`src/source/framePkg.sv`:
```
`default_nettype none

package framePkg;

  // Screen geometry
  localparam int screenWidth  = 64;
  localparam int screenHeight = 48;
  localparam int pixelCount   = screenWidth * screenHeight;   // 3072

  typedef logic [5:0]  xT;               // Column
  typedef logic [5:0]  yT;               // Row

  // Row-major pixel address, row * screenWidth + column
  typedef logic [11:0] addrT;

  // Render timer
  localparam int tickCycles = 50000;     // 1 ms of 50 MHz clock
  typedef logic [15:0] msT;              // Wraps after about a minute

endpackage

`default_nettype wire

```
`src/source/renderTimer.sv`:
```
`timescale 1ns/1ns
`default_nettype none

module renderTimer (
  input  wire logic   CLOCK_50,
  input  wire logic   rstN,
  input  wire logic   start,                // Accepted draw
  input  wire logic   done,                 // Frame finished
  output framePkg::msT renderMs
);
  import framePkg::*;

  logic [$clog2(tickCycles)-1:0] prescale;  // Clocks within current ms

  always_ff @(posedge CLOCK_50 or negedge rstN) begin
    if (!rstN) begin
      prescale <= '0;
      renderMs <= '0;
    end else if (start) begin
      prescale <= '0;                       // New frame, new count
      renderMs <= '0;
    end else if (!done) begin
      if (prescale == tickCycles - 1) begin
        prescale <= '0;
        renderMs <= renderMs + 1'b1;
      end else begin
        prescale <= prescale + 1'b1;
      end
    end
    // Frozen while done so the last frame time stays visible
  end

endmodule

`default_nettype wire

```
`config.mk`:
```
export PLATFORM = sky130hd
export DESIGN_NAME = renderTimer
export DESIGN_NICKNAME = d
export VERILOG_FILES = /design/src/source/framePkg.sv /design/src/source/renderTimer.sv
export SDC_FILE = /design/constraint.sdc
export NUM_CORES = 1
export LEC_CHECK = 0
export ABC_AREA = 1
export BUFFER_PORTS_ARGS = -buffer_cell sky130_fd_sc_hd__buf_2
export CORE_MARGIN = 4
export CORE_UTILIZATION = 42
export DETAILED_ROUTE_END_ITERATION = 10
export SLEW_MARGIN = 10
export SYNTH_ARGS = -nofsm -noshare
export SYNTH_HDL_FRONTEND = slang
export SYNTH_SLANG_ARGS = --single-unit
export TNS_END_PERCENT = 20
```
`constraint.sdc`:
```
create_clock -name CLOCK_50 -period 1.5 [get_ports CLOCK_50]
set_input_delay 0.3 -clock CLOCK_50 [delete_from_list [all_inputs] [get_ports CLOCK_50]]
set_output_delay 0.3 -clock CLOCK_50 [all_outputs]
set_load 0.01 [all_outputs]
```
## Word level (Yosys, flattened, before mapping)

Cells that the tools add are included.

- Output and inout bits: 16
- Memory bits (read-only): 0
- Memories kept: 0
- Flip-flop bits (word level): 32
- Logic and storage cells: 14
- Bits in latches: 0
- RAM bits: 0
- Bits of input ports: 4

- Muxes and demuxes: 6
- Shift operators: 0
- Order comparisons: 0
- Equality and inequality tests: 2
- $add $sub $neg: 2
- Multipliers: 0
- Bitwise operators: 0
- Divide/modulo/power cells: 0
- Reductions and logical operators: 2

Operator list:

| kind | count |
|---|---|
| 16-bit 2-to-1 mux | 6 |
| 16-bit by 1-bit adder with 16-bit output (second input constant) | 2 |
| 16-bit equality test (second input constant) | 1 |
| 2-bit inequality test (second input constant) | 1 |
| 2-bit AND reduction | 1 |
| 2-bit nonzero test | 1 |

## Depth between registers and ports, before layout

- Depth in word-level cells: 4
- Gate-level depth with buffers: 11

## Worst setup path before layout

No wires, ideal clock.

- Kind: register to register
- Start: register prescale[0]
- End: register renderMs[5]
- Arrival: 1274 ps
- Setup time: 123 ps
- Setup slack: 103 ps
- Required time: 1377 ps
- Stages on the path, launching flop included: 12
- Path through: dfrtp_1 ha_1 nand2_1 inv_2 nand2_2 nor2_4 nand2_4 nand2_4 nand2_4 buf_6 nand2_1 o21ai_2

- Longest elaborated chain between the ends: 3

RTL lines:

| what | RTL line | source |
|---|---|---|
| from (decl) | renderTimer.sv:13 | `logic [$clog2(tickCycles)-1:0] prescale;` |
| from (signal assigned) | renderTimer.sv:27 | `prescale <= prescale + 1'b1;` |
| 16-bit equality test | renderTimer.sv:23 | `if (prescale == tickCycles - 1) begin` |
| 2-bit nonzero test (no line) | -- |  |
| 2-bit AND reduction (no line) | -- |  |
| to (signal assigned) | renderTimer.sv:25 | `renderMs <= renderMs + 1'b1;` |
| to (decl) | renderTimer.sv:9 | `output framePkg::msT renderMs` |

Every way passes these cells.
A chain may end at the register's enable or synchronous reset.

## Final worst setup path

- Start: register prescale[1]
- End: register renderMs[15]

Same word-level chain as after synthesis.

==> out/metrics.csv <==
metric;value;unit
status;complete, but fails checks;
failing checks;setup timing;
RR Startpoint;prescale[1];
critical path class;flop to flop;
Gate Count Post-Synth;281;
Synth area leader;dfrtp_1;
fin. max-slew vios;0;
CTS tree;yes;
global placement routability congestion;0.8339;
R2R Setup Slk;-0.009;ns
Layout area overhead;23.16;%
vias after detailed routing;1917;
Post-synth EDFFs;0;
Starting DRT DRC Count;116;
RSZ-0062 raised after global routing;yes;
Clock Skew;0.002636;ns
# setup viols final;6;
Int Pwr;1.350;mW
CTS Buf Count;5;
Global Route Usage Sum;0.1687;
First-pass DRT Iterations;6;
final-layout fill cell count;488;
Worst Path Required;1.66;ns
largest net degree at the start of global routing;33;
Yosys reg bits;32;
core area;0.004755;sq mm
sequential share of power;0.495;
peak supply drop;0.4354;mV
antenna-violating nets left;0;
Fin. Hold Viols;0;
first-pass GRT wire length;8.349;mm
fin area;0.002555;sq mm
die footprint;0.006128;sq mm
hold_buf cts;0;
Slew headroom;0.7114;
Final WS setup;-0.009328;ns
R2R cell count;11;
Finished Core Util;0.5374;
clock latency on the worst-skew pair;0.27;ns
pre-CTS setup slack;0.03526;ns
CP Launch Type;flop;
Syn Std Cell Area;0.002074;sq mm
clk buf depth;2;
H-tree depth;2;
worst-margin pin slew;0.4330;ns
Remaining Overflow, GRT;0;
drt wl/cell;12.82;microns
Chip Width;78.28;microns
Starting Density;0.4363;
worst-path fanout max;5;
io pins;20;
vias per inst;4.941;
CTS clk-pin slew, worst paths;0.06;ns
syn nets;287;
part of the power in combinational logic;0.129;
main area contributors after synthesis;dfrtp_1 (39%), nand2_1 (14%), nor2_1 (7.2%), nand3_1 (6.5%), inv_1 (4.7%);
CP endpoint kind;flop;
Max Cap Viol;0;
CP endpoint;renderMs[15];
Site Rows;25;
library cells used by synthesis;28;
total power;1.807;mW
Clock Root Buffer;clkbuf_8;
post-detail-place hpwl;3.544;mm
Pwr per Cell Area;707.2;mW/mm^2
post-synth top area share;0.3860;
switching share of total power;0.2529;
crit path launch;prescale[1];
clock sinks;32;
Worst R2R End;renderMs[15];
antenna violations before repair;0;
Post-DP Area;0.002326;sq mm
diode count;0;
Hold Path Class;primary input to async pin;
Sw Pwr;0.4570;mW
Async S/R FF share, synth;1.000;
number of global-route vias before repair;1793;
sequential area share after synthesis;0.3860;
share of cells above drive strength 1;0.2741;
WL final;4.973;mm
final period demand of the worst path;1.509;ns
input/output buffers;19;
Critical Path AT;1.67;ns
top_reg_cell synth;dfrtp_1;
Ys Warns;0;
Max Freq;662.5;MHz
Clock Power Share;0.377;
Die H;78.28;microns
period utilisation layout;1.006;
DRC Markers;0;
synthesized area per cell;7.383;sq um
Leakage;1.237;nW
Nets;326;
-- cells in the final DEF, fill, tap and decap left out, types with 3 or more instances in the layout --
cell,n
o21ai_1,4
buf_2,19
clkbuf_8,6
inv_1,26
nor2_4,3
nor3_1,3
nand2_2,13
nand2_1,67
nor2_2,3
o21ai_2,11
buf_4,13
nand3_1,26
xor2_1,7
nor2_1,40
dfrtp_1,32
nand2_4,6
nand4_1,11
inv_2,3
o21ai_0,5
-- logic make-up after synthesis --
kind of cell	share of synthesized area
DFF	0.3860
and+or+nand+nor	0.3926
adders and majority gates	0.01206
xor gates and xnor gates	0.03800
AOI/OAI and AO/OA	0.08986
buffers and inverters	0.07659
muxes	0.004825
-- worst min-delay path by stage --
| stage | to | slack [ns] |
|---|---|---|
| 3_5_place_dp | prescale[11] | 0.36 |
| 6_report | prescale[11] | 0.04 |
| 5_1_grt | prescale[11] | 0.09 |
| 4_1_cts | prescale[11] | 0.06 |
| 3_3_place_gp | prescale[11] | 0.36 |
| 2_1_floorplan | prescale[0] | 0.004 |
-- synthesized netlist by cell type, types with 3 or more instances --
library cell,number
nand2_1,80
nor2_1,40
dfrtp_1,32
nand3_1,27
inv_1,26
nand4_1,11
o21ai_2,10
xor2_1,7
nand2_4,5
o21ai_0,5
o21ai_1,5
buf_6,4
inv_2,3
nor2_2,3
nor2_4,3
nor3_1,3
-- through the flow --
| step | instances | setup TNS [ns] | hold slack (ns) |
|---|---|---|---|
| 2_1_floorplan | 281 | 0 | 0.004409 |
| 3_3_place_gp | 375 | 0 | 0.3597 |
| 3_5_place_dp | 375 | 0 | 0.3607 |
| 4_1_cts | 383 | 0 | 0.05774 |
| 5_1_grt | 388 | -1.508 | 0.08650 |
| 6_report | 388 | -0.02199 | 0.04362 |
-- sequential cells by signal (all words and copies together), names as in the netlist --
name / cells
prescale: 16
renderMs: 16
-- cell type report --
cell class	instances	area (sq um)	share of cell area
clock buffers	8	90.09	0.03526
inverters	29	108.9	0.04261
multi-input cells	215	1177	0.4608
flip-flops and latches	32	800.8	0.3134
well taps	67	83.83	0.03281
repair buffers	37	294.0	0.1151
-- worst max-delay path, cell delays in order (launching register included) --
cell and delay (ns):
dfrtp_1 0.37, ha_2 0.20, nand2_2 0.07, inv_2 0.08, nand2_2 0.06, nor2_4 0.09
nand2_4 0.07, nand2_4 0.09, nand2_8 0.08, clkbuf_16 0.17, nand2_2 0.05, o21ai_1 0.06
-- power groups by stage --
stage,clock [mW],combinational [mW],sequential [mW]
final,0.681,0.232,0.894
after global routing,0.736,0.256,0.897
after CTS,0.723,0.201,0.893
after detailed placement,0,0.200,0.910
after global placement,0,0.199,0.909
after floorplan,0,0.0969,0.922
-- timing repair --
action	4_1_cts	5_1_grt
endpoints found under the setup margin	0	22
endpoints found under the hold margin	0	0
buffers inserted	0	2
gates resized for setup	0	19
-- per-layer routing --
metal	part of all wire	GRT usage	vias up
li1	-	-	983
met1	0.51	0.2404	903
met2	0.46	0.2628	29
met3	0.027	0.03555	2
met4	0.0044	0.03846	0
met5	0	0	-
Note: power is estimated with default switching activity, not from simulation.
