`config.mk`:
```
export PLATFORM = sky130hd
export DESIGN_NAME = pixelArbiter
export DESIGN_NICKNAME = d
export VERILOG_FILES = /design/src/source/mandelPkg.sv /design/src/source/framePkg.sv /design/src/source/pixelArbiter.sv
export SDC_FILE = /design/constraint.sdc
export NUM_CORES = 1
export LEC_CHECK = 0
export BUFFER_PORTS_ARGS = -buffer_cell sky130_fd_sc_hd__buf_2
export CAP_MARGIN = 20
export CORE_ASPECT_RATIO = 1.5
export CORE_MARGIN = 2
export CORE_UTILIZATION = 42
export DETAILED_ROUTE_END_ITERATION = 10
export PLACE_DENSITY = 0.77
export SLEW_MARGIN = 30
export SYNTH_ARGS = -nofsm -noshare
export SYNTH_HDL_FRONTEND = slang
export SYNTH_SLANG_ARGS = --single-unit
```
`constraint.sdc`:
```
create_clock -name CLOCK_50 -period 2.43 [get_ports CLOCK_50]
set_input_delay 0.1215 -clock CLOCK_50 [delete_from_list [all_inputs] [get_ports CLOCK_50]]
set_output_delay 0.1215 -clock CLOCK_50 [all_outputs]
set_load 0.01 [all_outputs]
```
`src/source/mandelPkg.sv`:
```
`default_nettype none

package mandelPkg;

  ////////////////////////////////////////////////////////////////////////////
  // Fixed point format
  ////////////////////////////////////////////////////////////////////////////

  typedef logic signed [35:0] fixT;      // 4 integer bits incl sign
  localparam int fracBits = 32;          // Fraction bits of fixT

  // Pixel pitch at zoom 0, 1/16
  localparam fixT baseStep = 36'sh0_1000_0000;

  typedef logic [4:0] zoomT;             // Step shifts right by zoom

  // Escape bound on |z|^2, 4.0
  localparam fixT escapeLimit = 36'sh4_0000_0000;

  ////////////////////////////////////////////////////////////////////////////
  // Iteration and colour
  ////////////////////////////////////////////////////////////////////////////

  localparam int maxIter = 64;           // Iteration cap
  typedef logic [6:0] iterT;             // Holds 0..maxIter
  typedef logic [2:0] colorT;            // 0 is inside the set

  localparam int procCount = 4;          // Parallel iteration engines

  ////////////////////////////////////////////////////////////////////////////
  // State machines
  ////////////////////////////////////////////////////////////////////////////

  typedef enum logic [1:0] {
    procIdle,                            // Waiting for a pixel
    procIterate,                         // One z update per clock
    procHold                             // Result parked until written
  } procStateT;

  typedef enum logic [1:0] {
    genIdle,                             // Frame finished or never started
    genScan,                             // Issuing coordinates
    genDrain                             // Waiting for the last writes
  } genStateT;

endpackage

`default_nettype wire

```
`src/source/framePkg.sv`:
```
`default_nettype none

package framePkg;

  // Screen geometry
  localparam int screenWidth  = 64;
  localparam int screenHeight = 48;
  localparam int pixelCount   = screenWidth * screenHeight;   // 3072

  typedef logic [5:0]  xT;               // Column
  typedef logic [5:0]  yT;               // Row

  // Row-major pixel address, row * screenWidth + column
  typedef logic [11:0] addrT;

  // Render timer
  localparam int tickCycles = 50000;     // 1 ms of 50 MHz clock
  typedef logic [15:0] msT;              // Wraps after about a minute

endpackage

`default_nettype wire

```
`src/source/pixelArbiter.sv`:
```
`timescale 1ns/1ns
`default_nettype none

module pixelArbiter (
  input  wire logic                            CLOCK_50,
  input  wire logic                            rstN,
  input  wire logic [mandelPkg::procCount-1:0] resultVal,
  input  wire framePkg::addrT                  resultAddr [mandelPkg::procCount],
  input  wire mandelPkg::colorT                resultColor [mandelPkg::procCount],
  output logic [mandelPkg::procCount-1:0]      stored,      // Pulse on write cycle
  output logic                                 pixelWrite,
  output framePkg::addrT                       pixelAddr,
  output mandelPkg::colorT                     pixelColor
);
  import mandelPkg::*;

  typedef logic [$clog2(procCount)-1:0] procIdxT;

  logic [procCount-1:0] pending;
  procIdxT              lastGrant;          // Search starts just after this
  procIdxT              grantIdx;
  procIdxT              probe;
  logic                 grantHit;

  // A result being stored this cycle is already gone
  assign pending = resultVal & ~stored;

  // Round-robin search, index wraps modulo procCount
  always_comb begin
    grantHit = 1'b0;
    grantIdx = lastGrant;
    probe    = lastGrant;
    for (int k = 1; k <= procCount; k++) begin
      probe = lastGrant + procIdxT'(k);
      if (!grantHit && pending[probe]) begin
        grantHit = 1'b1;
        grantIdx = probe;
      end
    end
  end

  always_ff @(posedge CLOCK_50 or negedge rstN) begin
    if (!rstN) begin
      pixelWrite <= 1'b0;
      stored     <= '0;
      lastGrant  <= procIdxT'(procCount - 1);   // First search begins at 0
    end else begin
      pixelWrite <= grantHit;
      stored     <= '0;
      if (grantHit) begin
        stored[grantIdx] <= 1'b1;
        lastGrant        <= grantIdx;
      end
    end
  end

  // Write port payload
  always_ff @(posedge CLOCK_50) begin
    if (grantHit) begin
      pixelAddr  <= resultAddr[grantIdx];
      pixelColor <= resultColor[grantIdx];
    end
  end

endmodule

`default_nettype wire

```
Word level (Yosys, flattened, before mapping)
Cells that the tools add are included.

Input port bits: 66. Register bits: 22. Logic and storage cells: 50. Output and inout port bits: 20.

Mux-type cells: 25. Add/sub/neg operators: 3. Bitwise operators: 3. Order comparisons: 7. Reductions and logical operators: 7.

Operators by type and width (number): binary-select mux 12 bit (select 2 bit) (1); two-way mux 12 bit (2); < comparator 2 x 3 -> 1 bit (second input constant) (5); two-way mux 1 bit (9); binary-select mux 1 bit (select 2 bit) (4); two-way mux 2 bit (4); binary-select mux 3 bit (select 2 bit) (1); two-way mux 3 bit (2); adder 2 bit (second input constant) (2); bitwise AND 4 bit (1); logical AND 1 bit (4); two-way mux 4 bit (1); NOT 4 bit (1); >= comparator 3 bit (second input constant) (1); zero test 1 bit (3); NOT 2 -> 3 bit (1); adder 2 x 1 -> 2 bit (second input constant) (1); demux 1 bit (select 2 bit) (1); >= comparator 2 x 1 -> 1 bit (second input constant) (1).

Longest topological paths before layout
Depth in word-level cells: 19. Gate-level depth with buffers: 7. Gate-level depth less buffers: 5.

Worst setup path before layout
OpenSTA, ideal clock, no wires.

Kind: reg-to-reg. From: register lastGrant[1]. To: register pixelAddr[1] (data pin). Required time: 2.163 ns. Buffers on the path: 2. Arrival: 1.413 ns. Slack: 0.750 ns. Cell stages (with the launch flop): 8. Clock period less this slack: 1.680 ns. Library setup time: 0.267 ns. Path through: dfstp_2 nor2b_4 a22oi_2 o211ai_2 buf_6 buf_12 mux2i_1 mux2i_1.

Word-level cells in the longest chain between the ends: 17. Elaborated cells between the ends (all ways): 28. Those cells by class: add/sub: 3; mux: 18; bitwise: 1; reduce/logical: 6.

RTL lines: from (decl) (RTL line pixelArbiter.sv:20) `procIdxT lastGrant;`; from (signal assigned) (RTL line pixelArbiter.sv:46) `lastGrant <= procIdxT'(procCount - 1);`; from (signal assigned) (RTL line pixelArbiter.sv:52) `lastGrant <= grantIdx;`; adder 2 x 1 -> 2 bit (RTL line pixelArbiter.sv:34) `probe = lastGrant + procIdxT'(k);`; binary-select mux 1 bit (select 2 bit) (RTL line pixelArbiter.sv:35) `if (!grantHit && pending[probe]) begin`; two-way mux 1 bit (not written as such) (RTL line pixelArbiter.sv:35); two-way mux 1 bit (RTL line pixelArbiter.sv:35); zero test 1 bit (RTL line pixelArbiter.sv:35); logical AND 1 bit (RTL line pixelArbiter.sv:35); two-way mux 1 bit (RTL line pixelArbiter.sv:35); zero test 1 bit (RTL line pixelArbiter.sv:35); logical AND 1 bit (RTL line pixelArbiter.sv:35); two-way mux 1 bit (RTL line pixelArbiter.sv:35); zero test 1 bit (RTL line pixelArbiter.sv:35); logical AND 1 bit (RTL line pixelArbiter.sv:35); two-way mux 2 bit * (RTL line pixelArbiter.sv:35); NOT 2 -> 3 bit (not written as such) * (RTL line pixelArbiter.sv:60) `pixelAddr <= resultAddr[grantIdx];`; binary-select mux 12 bit (select 2 bit) * (RTL line pixelArbiter.sv:60); two-way mux 12 bit (not written as such) * (2 in a row) (RTL line pixelArbiter.sv:60); to (signal assigned) (RTL line pixelArbiter.sv:60); to (decl) (RTL line pixelArbiter.sv:12) `output framePkg::addrT pixelAddr,`.

Every way passes the cells marked *; elsewhere a longest branch is shown, timed or not. The select of a mux whose other input is x is not followed. A chain may end at the register's enable or synchronous reset.

Worst setup path in the final report
From: register lastGrant[0]. To: register pixelAddr[6] (data pin).

Same word-level chain as after synthesis.

==> metrics.yaml <==
synthesis:
  synth_top_family_by_area: "multiplexers"
  yosysWarnings: 0
  syn_area_per_cell_um2: 14.1
  synth_mux_area_share_pct: 32.9
  syn_inst: 97
  synth-seq-cells: 22
  synth_cell_types: 24
  ys_seq_area_share_pct: 45.9
  synth-simple-area-share_pct: 10.5
  synth_nets: 163
  synth-xor-area-share_pct: 0
  synth_adder_area_share_pct: 0
  synth-compound-area-share_pct: 4.66
  syn_area_um2: 1370
sta:
  fmax_mhz: 474
  maxSlewViolCount: 0
  finalWorstSetupSlack_ns: 0.321
  rsz0062_at_grt: "no"
  hold_viol: 0
  setup_viol: 0
  skew_ns: 0.00595
  tns_ns: 0
  fin_crit_ns: 2.11
  fin_crit_sh_pct: 86.8
  worst_pin_slew_ns: 0.901
  slew_headroom_pct: 39.8
placed_design:
  gp_routability_congestion: 0.725
  dp_cells: 218
  place_ws_ns: 0.289
  place_hpwl_um: 2490
  io_buffers: 85
  dpl_cell_area_um2: 1790
drt:
  drt_wl_total_um: 3070
  drc_errors: 0
  vias: 1127
  drt_iter0_markers: 22
  drt_first_pass_iters: 4
  ant_nets: 0
  avgRoutedWirePerCell_um: 13.8
  avgViaCountPerCell: 5.05
critical_path:
  critPathCaptureType: "register"
  r2r_slack_ns: 0.32
  cp.arrival_ns: 2.10
  cpPeakStageDelay_ns: 0.60
  r2r-end: "pixelAddr[6]"
  start_kind: "register"
  crit_path_top_delay_cell: "dfstp_2"
  crit_chain: "a22oi_1, o211ai_4, buf_12, mux2i_1, mux2i_1"
  path_common_cell: "mux2i_1"
  rr_worst_depth: 5
  crit_type: "register to register"
  critical_path_required_ns: 2.42
  path_max_fanout: 22
  r2r_start: "lastGrant[0]"
floorplanning:
  core_area_um2: 3130
  chipHeight_um: 73.9
  pin_count: 86
  initial_core_util_pct: 43.8
  die_area_um2: 3740
  dieWidth_um: 50.6
  num_rows: 25
global_routing:
  antenna_found_initial: 0
  grtUsageTotal_pct: 17.6
  grt_max_degree: 23
  grt_pass1_wl_um: 4930
  grt_pass1_vias: 1128
  grt_overflow: 0
hold_path:
  hold_path.class: "primary input to asynchronous set/reset pin"
pwr:
  peakVddDrop_mv: 0.799
  power_density_nw_per_um2: 1250
  leakage_uw: 0.000946
cts:
  cts.sinks: 22
  clk_pin_slew_worst_paths_ns: 0.08
  cts_tree: "yes"
  cts_made_buffers: 3
  clock_path_buffers: 2
  post-cts-setup-buffers: 0
  post_cts_resized: 0
  htreeDepth: 1
  cts-root-buf: "clkbuf_8"
  clkLatencyLatePin_ns: 0.26
final_layout:
  regArea_um2: 628
  final_cells: 223
  nets: 250
  fin_area_um2: 1860
  drive_above_1_share_pct: 56.3
  fill_cells: 270
  areaGrowthSynthToFinish_pct: 35.6
  multi_input_area_um2: 667
  n_antenna_cell: 0
status:
  status: "complete, no violations"
flow_run:
  drv_cap: 0
[what timing repair did]
action,4_1_cts,5_1_grt
hold buffers,1,0
endpoints found under the setup margin,0,0
hold endpoints to repair,7,0
[cells in the final DEF (no fill, tap or decap), types with 2 or more instances in the layout]
| cell type | synthesis | routed |
|---|---|---|
| buf_2 | 0 | 85 |
| edfxtp_1 | 15 | 15 |
| dfrtp_1 | 5 | 5 |
| nand2_1 | 2 | 2 |
| mux2i_1 | 45 | 45 |
| nor2_1 | 3 | 3 |
| nand2b_1 | 3 | 3 |
| nor2b_4 | 3 | 3 |
| clkbuf_8 | 0 | 4 |
| dfstp_2 | 2 | 2 |
[cell usage after synthesis]
master    instances  area share (%)
mux2i_1          45              33
edfxtp_1         15              33
dfrtp_1           5             9.1
buf_12            3             4.4
nand2b_1          3             1.4
nor2_1            3            0.82
nor2b_4           3             3.0
buf_6             2             1.6
dfstp_2           2             3.8
nand2_1           2            0.55
a21oi_1           1            0.37
a21oi_2           1            0.64
a22oi_1           1            0.55
a22oi_2           1            0.91
a31oi_2           1            0.91
and2b_2           1            0.64
nand3_1           1            0.37
nand3b_1          1            0.55
nor2_4            1            0.82
nor3_1            1            0.37
nor3b_2           1            0.91
nor4b_2           1             1.1
o211ai_2          1            0.91
o21ai_1           1            0.37
[worst max-delay path, delay by kind of cell (launching register included)]
kind / cells / cell delay [ns]
flops: 1 / 0.60
mux: 2 / 0.31
compound gates: 2 / 0.66
buf+inv: 1 / 0.26
[flip-flops by register name, summed over array words and instances (netlist names)]
register,flops
pixelAddr,12
pixelColor,3
stored,4
pixelWrite,1
lastGrant,2
[worst max path at each step]
stage / start / to / cells past startpoint
2_1_floorplan: lastGrant[1] / pixelAddr[1] / 7
4_1_cts: lastGrant[0] / pixelAddr[6] / 5
5_1_grt: lastGrant[1] / pixelAddr[8] / 5
6_report: lastGrant[0] / pixelAddr[6] / 5
3_5_place_dp: lastGrant[0] / pixelAddr[6] / 5
3_3_place_gp: lastGrant[1] / pixelAddr[3] / 5
[cells by family (layout without fill, tap and decap cells)]
logic type	Yosys count	count (layout)
buffers and inverters	5	91
and+or+nand+nor	18	18
DFF	22	22
muxes	45	45
AOI/OAI and AO/OA	7	7
[power by group]
| part | internal (µW) | total (µW) | switching (µW) | leakage [µW] |
|---|---|---|---|---|
| combinational | 640 | 1320 | 678 | 0.000679 |
| clock | 144 | 259 | 115 | 0.0000288 |
| sequential | 666 | 748 | 81.7 | 0.000238 |
| total | 1450 | 2330 | 874 | 0.000946 |
[layout make-up]
| class | count | area share, % |
|---|---|---|
| Timing Repair Buffer | 87 | 24.5 |
| Multi-Input combinational cell | 70 | 35.9 |
| Tap cell | 40 | 2.70 |
| Clock buffer | 4 | 2.97 |
| Sequential cell | 22 | 33.9 |
[metrics by stage]
step	hold WS [ns]	utilization [%]	power [µW]
floorplan	-0.174	-	1890
global placement	-0.0427	57.2	2040
detailed placement	-0.0370	57.2	2090
CTS	0.218	59.3	2360
global route	0.220	59.3	2480
finish	0.217	59.3	2330
[per-layer routing]
layer	share of wire, %	wire length [µm]	vias up	GRT usage, %
li1	-	-	539	-
met1	32	997	542	16.6
met2	62	1900	42	37.0
met3	4.6	141	4	2.03
met4	1.2	36	0	6.91
met5	0	0	-	0
Note: power is estimated with default switching activity, not from simulation.
