File: src/source/mandelPkg.sv
`default_nettype none

package mandelPkg;

  ////////////////////////////////////////////////////////////////////////////
  // Fixed point format
  ////////////////////////////////////////////////////////////////////////////

  typedef logic signed [35:0] fixT;      // 4 integer bits incl sign
  localparam int fracBits = 32;          // Fraction bits of fixT

  // Pixel pitch at zoom 0, 1/16
  localparam fixT baseStep = 36'sh0_1000_0000;

  typedef logic [4:0] zoomT;             // Step shifts right by zoom

  // Escape bound on |z|^2, 4.0
  localparam fixT escapeLimit = 36'sh4_0000_0000;

  ////////////////////////////////////////////////////////////////////////////
  // Iteration and colour
  ////////////////////////////////////////////////////////////////////////////

  localparam int maxIter = 64;           // Iteration cap
  typedef logic [6:0] iterT;             // Holds 0..maxIter
  typedef logic [2:0] colorT;            // 0 is inside the set

  localparam int procCount = 4;          // Parallel iteration engines

  ////////////////////////////////////////////////////////////////////////////
  // State machines
  ////////////////////////////////////////////////////////////////////////////

  typedef enum logic [1:0] {
    procIdle,                            // Waiting for a pixel
    procIterate,                         // One z update per clock
    procHold                             // Result parked until written
  } procStateT;

  typedef enum logic [1:0] {
    genIdle,                             // Frame finished or never started
    genScan,                             // Issuing coordinates
    genDrain                             // Waiting for the last writes
  } genStateT;

endpackage

`default_nettype wire

File: src/source/framePkg.sv
`default_nettype none

package framePkg;

  // Screen geometry
  localparam int screenWidth  = 64;
  localparam int screenHeight = 48;
  localparam int pixelCount   = screenWidth * screenHeight;   // 3072

  typedef logic [5:0]  xT;               // Column
  typedef logic [5:0]  yT;               // Row

  // Row-major pixel address, row * screenWidth + column
  typedef logic [11:0] addrT;

  // Render timer
  localparam int tickCycles = 50000;     // 1 ms of 50 MHz clock
  typedef logic [15:0] msT;              // Wraps after about a minute

endpackage

`default_nettype wire

File: src/source/coordGenerator.sv
`timescale 1ns/1ns
`default_nettype none

module coordGenerator (
  input  wire logic            CLOCK_50,
  input  wire logic            rstN,
  input  wire logic            draw,        // One-cycle request
  input  wire mandelPkg::fixT  upperLeftX,  // Real part of pixel (0,0)
  input  wire mandelPkg::fixT  upperLeftY,  // Imaginary part of pixel (0,0)
  input  wire mandelPkg::zoomT zoom,
  input  wire logic            coordRdy,    // From balancer
  input  wire logic            pixelWrite,  // From arbiter, one per finished pixel
  output logic                 coordVal,
  output mandelPkg::fixT       coordX,
  output mandelPkg::fixT       coordY,
  output framePkg::xT          pixX,
  output framePkg::yT          pixY,
  output logic                 done,
  output logic                 started      // Accepted draw, clears the timer
);
  import mandelPkg::*;
  import framePkg::*;

  genStateT state;
  fixT      originX;                        // Real part at column 0
  fixT      step;                           // Distance between pixels
  addrT     writeCount;                     // Writes seen this frame
  logic     transfer;
  logic     lastCol;
  logic     lastRow;
  logic     lastWrite;

  assign started   = draw && (state == genIdle);   // Draws mid-frame are dropped
  assign coordVal  = (state == genScan);
  assign transfer  = coordVal && coordRdy;
  assign lastCol   = (pixX == xT'(screenWidth - 1));
  assign lastRow   = (pixY == yT'(screenHeight - 1));
  assign lastWrite = pixelWrite && (writeCount == addrT'(pixelCount - 1));

  ////////////////////////////////////////////////////////////////////////////
  // Frame control
  ////////////////////////////////////////////////////////////////////////////

  always_ff @(posedge CLOCK_50 or negedge rstN) begin
    if (!rstN) begin
      state      <= genIdle;
      done       <= 1'b1;                   // Idle screen counts as finished
      writeCount <= '0;
    end else begin
      case (state)
        genIdle: begin
          if (started) begin
            state      <= genScan;
            done       <= 1'b0;
            writeCount <= '0;
          end
        end
        genScan: begin
          if (pixelWrite) writeCount <= writeCount + 1'b1;   // Early finishers
          if (transfer && lastCol && lastRow) state <= genDrain;
        end
        genDrain: begin
          if (lastWrite) begin
            state <= genIdle;
            done  <= 1'b1;                  // One cycle after final write
          end else if (pixelWrite) begin
            writeCount <= writeCount + 1'b1;
          end
        end
        default: state <= genIdle;
      endcase
    end
  end

  // Raster walk, accumulates the step instead of multiplying
  always_ff @(posedge CLOCK_50) begin
    if (started) begin
      originX <= upperLeftX;
      step    <= baseStep >>> zoom;
      coordX  <= upperLeftX;
      coordY  <= upperLeftY;
      pixX    <= '0;
      pixY    <= '0;
    end else if (transfer) begin
      if (lastCol) begin
        pixX   <= '0;
        coordX <= originX;                  // Back to left edge
        pixY   <= pixY + 1'b1;
        coordY <= coordY + step;            // Imaginary grows downward
      end else begin
        pixX   <= pixX + 1'b1;
        coordX <= coordX + step;
      end
    end
  end

  // Offer must not change while the balancer has no free processor
  property offerHeld;
    @(posedge CLOCK_50) disable iff (!rstN)
      coordVal && !coordRdy |=> coordVal && $stable(coordX) && $stable(coordY)
                                && $stable(pixX) && $stable(pixY);
  endproperty
  assert property (offerHeld) else $error("coordinate changed while stalled");

endmodule

`default_nettype wire

File: config.mk
export PLATFORM = sky130hd
export DESIGN_NAME = coordGenerator
export DESIGN_NICKNAME = d
export VERILOG_FILES = /design/src/source/mandelPkg.sv /design/src/source/framePkg.sv /design/src/source/coordGenerator.sv
export SDC_FILE = /design/constraint.sdc
export NUM_CORES = 1
export LEC_CHECK = 0
export ABC_AREA = 1
export BUFFER_PORTS_ARGS = -buffer_cell sky130_fd_sc_hd__buf_2
export CORE_UTILIZATION = 57
export DETAILED_ROUTE_END_ITERATION = 6
export GPL_ROUTABILITY_DRIVEN = 0
export GPL_TIMING_DRIVEN = 0
export PLACE_DENSITY = 0.79
export SYNTH_ARGS = -nofsm -noshare
export SYNTH_HDL_FRONTEND = slang
export SYNTH_SLANG_ARGS = --single-unit
File: constraint.sdc
create_clock -name CLOCK_50 -period 6.02 [get_ports CLOCK_50]
set_input_delay 0.301 -clock CLOCK_50 [delete_from_list [all_inputs] [get_ports CLOCK_50]]
set_output_delay 0.301 -clock CLOCK_50 [all_outputs]
set_load 0.01 [all_outputs]
## After elaboration in Yosys (flattened, before gate mapping)

Index checks and enable logic that the tools add are counted.

- Add/sub/neg operators: 5
- $mul: 0
- Div/mod/pow operators: 0
- Magnitude comparators: 0
- Equality and inequality tests: 9
- Shifts and indexed selects: 1
- Multiplexer cells: 18
- Bitwise operators: 0
- Reduce and logical (&&, ||, !) cells: 15

Operators with widths:

| kind | count |
|---|---|
| 36-bit 2-to-1 mux | 6 |
| 36-bit adder | 2 |
| 12-bit 2-to-1 mux | 3 |
| 12-bit one-hot mux with 3 select lines | 1 |
| 30-bit by 5-bit >>> shifter with 36-bit output, first input constant | 1 |
| 12-bit by 1-bit adder with 12-bit output, second input constant | 1 |
| 6-bit by 1-bit adder with 6-bit output, second input constant | 2 |
| 12-bit == test, second input constant | 1 |
| 6-bit == test, second input constant | 2 |
| 3-bit AND reduction | 3 |
| 2-bit 2-to-1 mux | 3 |
| 6-bit 2-to-1 mux | 1 |
| 2-bit != test, second input constant | 3 |
| 2-bit one-hot mux with 3 select lines | 1 |
| 2-bit nonzero test | 3 |
| 1-bit logical AND | 5 |
| 2-bit AND reduction | 2 |
| 3-bit nonzero test | 1 |
| 2-bit by 1-bit == test with 1-bit output, second input constant | 1 |
| 2-bit == test, second input constant | 1 |
| 2-bit logical NOT | 1 |
| 1-bit 2-to-1 mux | 2 |
| 2-bit by 1-bit != test with 1-bit output, second input constant | 1 |
| 1-bit one-hot mux with 2 select lines | 1 |

- Register bits: 171
- Latch bits: 0
- RAM bits: 0
- Memory bits (read-only): 0
- Bits of input ports: 82
- Output and inout bits: 87
- Logic and storage cells: 57
- Memories kept: 0

## Depth between registers and ports, before layout

- Depth after elaboration: 6
- Depth in mapped cells: 16
- Mapped depth without buffers: 16

## Worst setup path before layout

No wires, ideal clock.

- Kind: register to register
- From: register state[0]
- To: register originX[0], enable pin
- Setup time: 0.459 ns
- Arrival: 3.093 ns
- Required time: 5.561 ns
- Path slack: 2.469 ns
- Cell stages (with the launch flop): 7
- Buffers on the path: 2
- Clock period less this slack: 3.551 ns
- Path through: dfrtp_1 -> inv_1 -> ha_1 -> nand2_1 -> inv_1 -> clkbuf_1 -> clkbuf_1

- Cells in the longest elaborated chain, start to end: 2

Ends and longest elaborated chain:

| item | line | text |
|---|---|---|
| start, declared | coordGenerator.sv:24 | `genStateT state;` |
| start signal, assigned | coordGenerator.sv:46 | `state <= genIdle;` |
| start signal, assigned | coordGenerator.sv:53 | `state <= genScan;` |
| start signal, assigned | coordGenerator.sv:60 | `if (transfer && lastCol && lastRow) state <= genDrain;` |
| 2-bit logical NOT | coordGenerator.sv:33 | `assign started = draw && (state == genIdle);` |
| 1-bit logical AND | coordGenerator.sv:33 |  |
| via started | coordGenerator.sv:19 | `output logic started` |
| end signal, assigned | coordGenerator.sv:78 | `originX <= upperLeftX;` |
| end, declared | coordGenerator.sv:25 | `fixT originX;` |

The timed path passes the listed nets, and every way through them passes these cells.
A chain may end at the register's enable or synchronous reset.

## Worst setup path in the final report

- From: register state[0]
- To: output port started

- Cells in the longest elaborated chain, start to end: 2

Ends and longest elaborated chain:

| item | line |
|---|---|
| 2-bit logical NOT | coordGenerator.sv:33 |
| 1-bit logical AND | coordGenerator.sv:33 |
| end, declared | coordGenerator.sv:19 |

No other way between the ends.

==> impl_metrics.json <==
{
  "status": "finished clean",
  "worst_pin_slew_ps": 974,
  "drive_gt1_share_pct": 14.4,
  "internal-power_uw": 3430,
  "ys_top_cells_by_count": "nand2_1 (481), inv_1 (188), nor2_1 (143)",
  "max_slew_margin_pct": 34.8,
  "yosysMostFrequentCell": "nand2_1",
  "async_flop_share_pct": 9.15,
  "cp-end-kind": "output pin",
  "rrSetupSlack_ps": 3130,
  "areaGrowthSynthToFinish_pct": 15.7,
  "crit_cells": 8,
  "fin_skew_ps": 7.42,
  "firstDrtPassIters": 7,
  "clock-sinks": 164,
  "cts_tree": "built",
  "crit_family": "buffers and inverters",
  "endpoint": "started",
  "avgSynthCellArea_um2": 7.41,
  "critPathArrivalTime_ps": 2850,
  "path_max_fanout": 47,
  "rows": 51,
  "use_met2_pct": 52.4,
  "start_util_pct": 58.5,
  "critPathKind": "flop to output pin",
  "worstSetupStartpointType": "flop",
  "rsz0062_at_grt": "no",
  "antenna_found_initial": 1,
  "syn_nets": 1690,
  "postCtsSetupBuffers": 0,
  "p_leak_uw": 0.00626,
  "pwr_density_cell_nw_per_um2": 486,
  "synth_top_area_share_pct": 36.0,
  "cts_resized": 0,
  "grt_pass1_wl_um": 52400,
  "setup-tns-final_ps": 0,
  "wl_per_cell_um": 17.0,
  "hold_class": "input port to flop",
  "synth_top_cell_by_area": "edfxtp_1",
  "totalWireLength_um": 34200,
  "hold_start": "upperLeftX[31]",
  "finalNonFillerCells": 2008,
  "synth_area_um2": 11400,
  "grt_pass1_vias": 10300,
  "grt_use_met1_pct": 45.1,
  "reg2reg_from": "state[0]",
  "place_area_um2": 12600,
  "grt_start_max_net_pins": 48,
  "ir_drop_v": 0.000259,
  "grt_usage_pct": 33.8,
  "period_share_pct": 52.3,
  "fin_util_pct": 67.7,
  "htree_levels": 4,
  "syn_inst": 1541,
  "rr_worst_depth": 6,
  "cpMostUsedCell": "inv_1",
  "fmaxAchievable_ghz": 0.318,
  "overflow": 0,
  "seq_power_share_pct": 31.1,
  "cp_num_buf_inv": 6,
  "nets": 1878,
  "ys_ff_latch": 164,
  "viasPerCell": 5.70,
  "seq_area_frac_synth_pct": 41.4,
  "core_area_um2": 19500,
  "dieArea_um2": 20600,
  "worst_ep_required_time_ps": 5720,
  "crit_start": "state[0]",
  "hold_ws_ps": 47.6,
  "clock-root-buffer": "clkbuf_16",
  "numCtsBuffers": 17,
  "synthDistinctLibCells": 48,
  "pwr-share-comb_pct": 51.7,
  "crit_slowest_cell": "clkbuf_4",
  "clk_latency_ps": 440,
  "port-buffer-count": 167,
  "dieHeight_um": 144,
  "io_pins": 169,
  "maxCapViolCount": 0,
  "setup-violations-final": 0,
  "power_switching_uw": 2990,
  "ys_warn_count": 0,
  "drt-initial-drc-count": 1468,
  "place_hpwl_um": 26100,
  "holdPathStages": 1,
  "path_cells": "inv_1 -> ha_1 -> nand2_1 -> inv_1 -> clkbuf_1 -> clkbuf_4 -> buf_16 -> buf_2",
  "post-place-cells": 1974,
  "pwr-share-clk_pct": 17.1,
  "slowest_delay_ps": 540,
  "final_area_um2": 13200,
  "hold_violations": 0,
  "grt-busiest-layer": "met2",
  "synth_ff_type": "edfxtp_1",
  "swShare_pct": 46.5,
  "r2r-end": "coordX[9]",
  "route.detailed.drc": 0,
  "drtAntennaViolNets": 0,
  "clk_pin_slew_ps": 70,
  "report.final.slew_viol_count": 0,
  "period_needed_ps": 3150,
  "fp.dieW_um": 144,
  "vias": 11400,
  "synth.area.top_cells": "edfxtp_1 (36%), nand2_1 (16%), ha_1 (7.1%)",
  "clockBufferDepth": 2,
  "fillers": 1688,
  "met3_usage_pct": 6.76,
  "synth_edf_count": 137
}
[per-stage QoR]
stage	setup WS (ps)	power, uW
after detailed placement	3140	5220
after global routing	2620	6860
final	2870	6420
after CTS	2840	6350
after floorplan	2470	4220
after global placement	967	5140
[repair_timing]
action | 4_1_cts | 5_1_grt
setup endpoints to repair | 0 | 0
endpoints found under the hold margin | 14 | 0
hold buffers | 1 | 0
[per-layer routing]
layer | part of all wire (%) | vias to the layer above
li1 | - | 5507
met1 | 41 | 5184
met2 | 44 | 642
met3 | 10 | 107
met4 | 4.5 | 2
met5 | 0.047 | -
[cells in the final DEF, fill, tap and decap left out, types with 11 or more instances in the layout]
cell and n:
clkbuf_16 19, nand4_1 15, nand3_1 117, nor2_1 143, inv_1 188, edfxtp_1 137
ha_1 65, clkbuf_1 18, nand2_2 13, buf_2 172, xor2_1 13, dfxtp_1 12
o21ai_1 12, nor3_1 31, o21ai_0 92, nand2_1 479, xnor2_1 11, a21oi_1 86
dfrtp_1 14
[state kept, by name, summed over array words and instances, names as in the netlist]
| signal | count |
|---|---|
| coordX | 36 |
| coordY | 36 |
| originX | 36 |
| step | 29 |
| writeCount | 12 |
| pixX | 6 |
| pixY | 6 |
| state | 2 |
| done | 1 |
[power by group through the flow]
| stage | Clock, uW | Sequential [uW] | Combinational [uW] |
|---|---|---|---|
| finish | 1100 | 2000 | 3320 |
| global route | 1140 | 2020 | 3700 |
| CTS | 1100 | 1990 | 3260 |
| detailed placement | 0 | 2010 | 3210 |
| global placement | 0 | 2030 | 3110 |
| floorplan | 0 | 2020 | 2190 |
[worst min-delay path by stage]
stage	endpoint	slack, ps
after floorplan	state[0]	5
after global placement	state[0]	220
after detailed placement	state[1]	210
after CTS	originX[31]	30
after global routing	originX[24]	50
final	originX[31]	50
[cell families (layout without fill, tap and decap cells)]
logic type               Yosys count  count (layout)  share of synthesized area (%)
buffers and inverters            217             418                           7.19
AO/OA/AOI/OAI                    220             220                           10.3
flip-flops                       164             164                           41.4
AND/OR/NAND/NOR                  849             849                           31.7
XOR/XNOR                          24              24                           1.84
other                              0               1                              0
adder cells (fa/ha/maj)           67              67                           7.47
[cell type report]
class	instances	area, um^2	share of cell area [%]
clock inverter	12	103	0.776
antenna	1	2.50	0.0189
buffer	25	104	0.786
sequential	164	4730	35.8
tap	265	332	2.51
inverter	192	721	5.45
timing repair buffer	169	873	6.61
clock buffer	20	479	3.63
multi-input combinational	1160	5870	44.4
No activity file was read; power rests on OpenSTA's default activity.
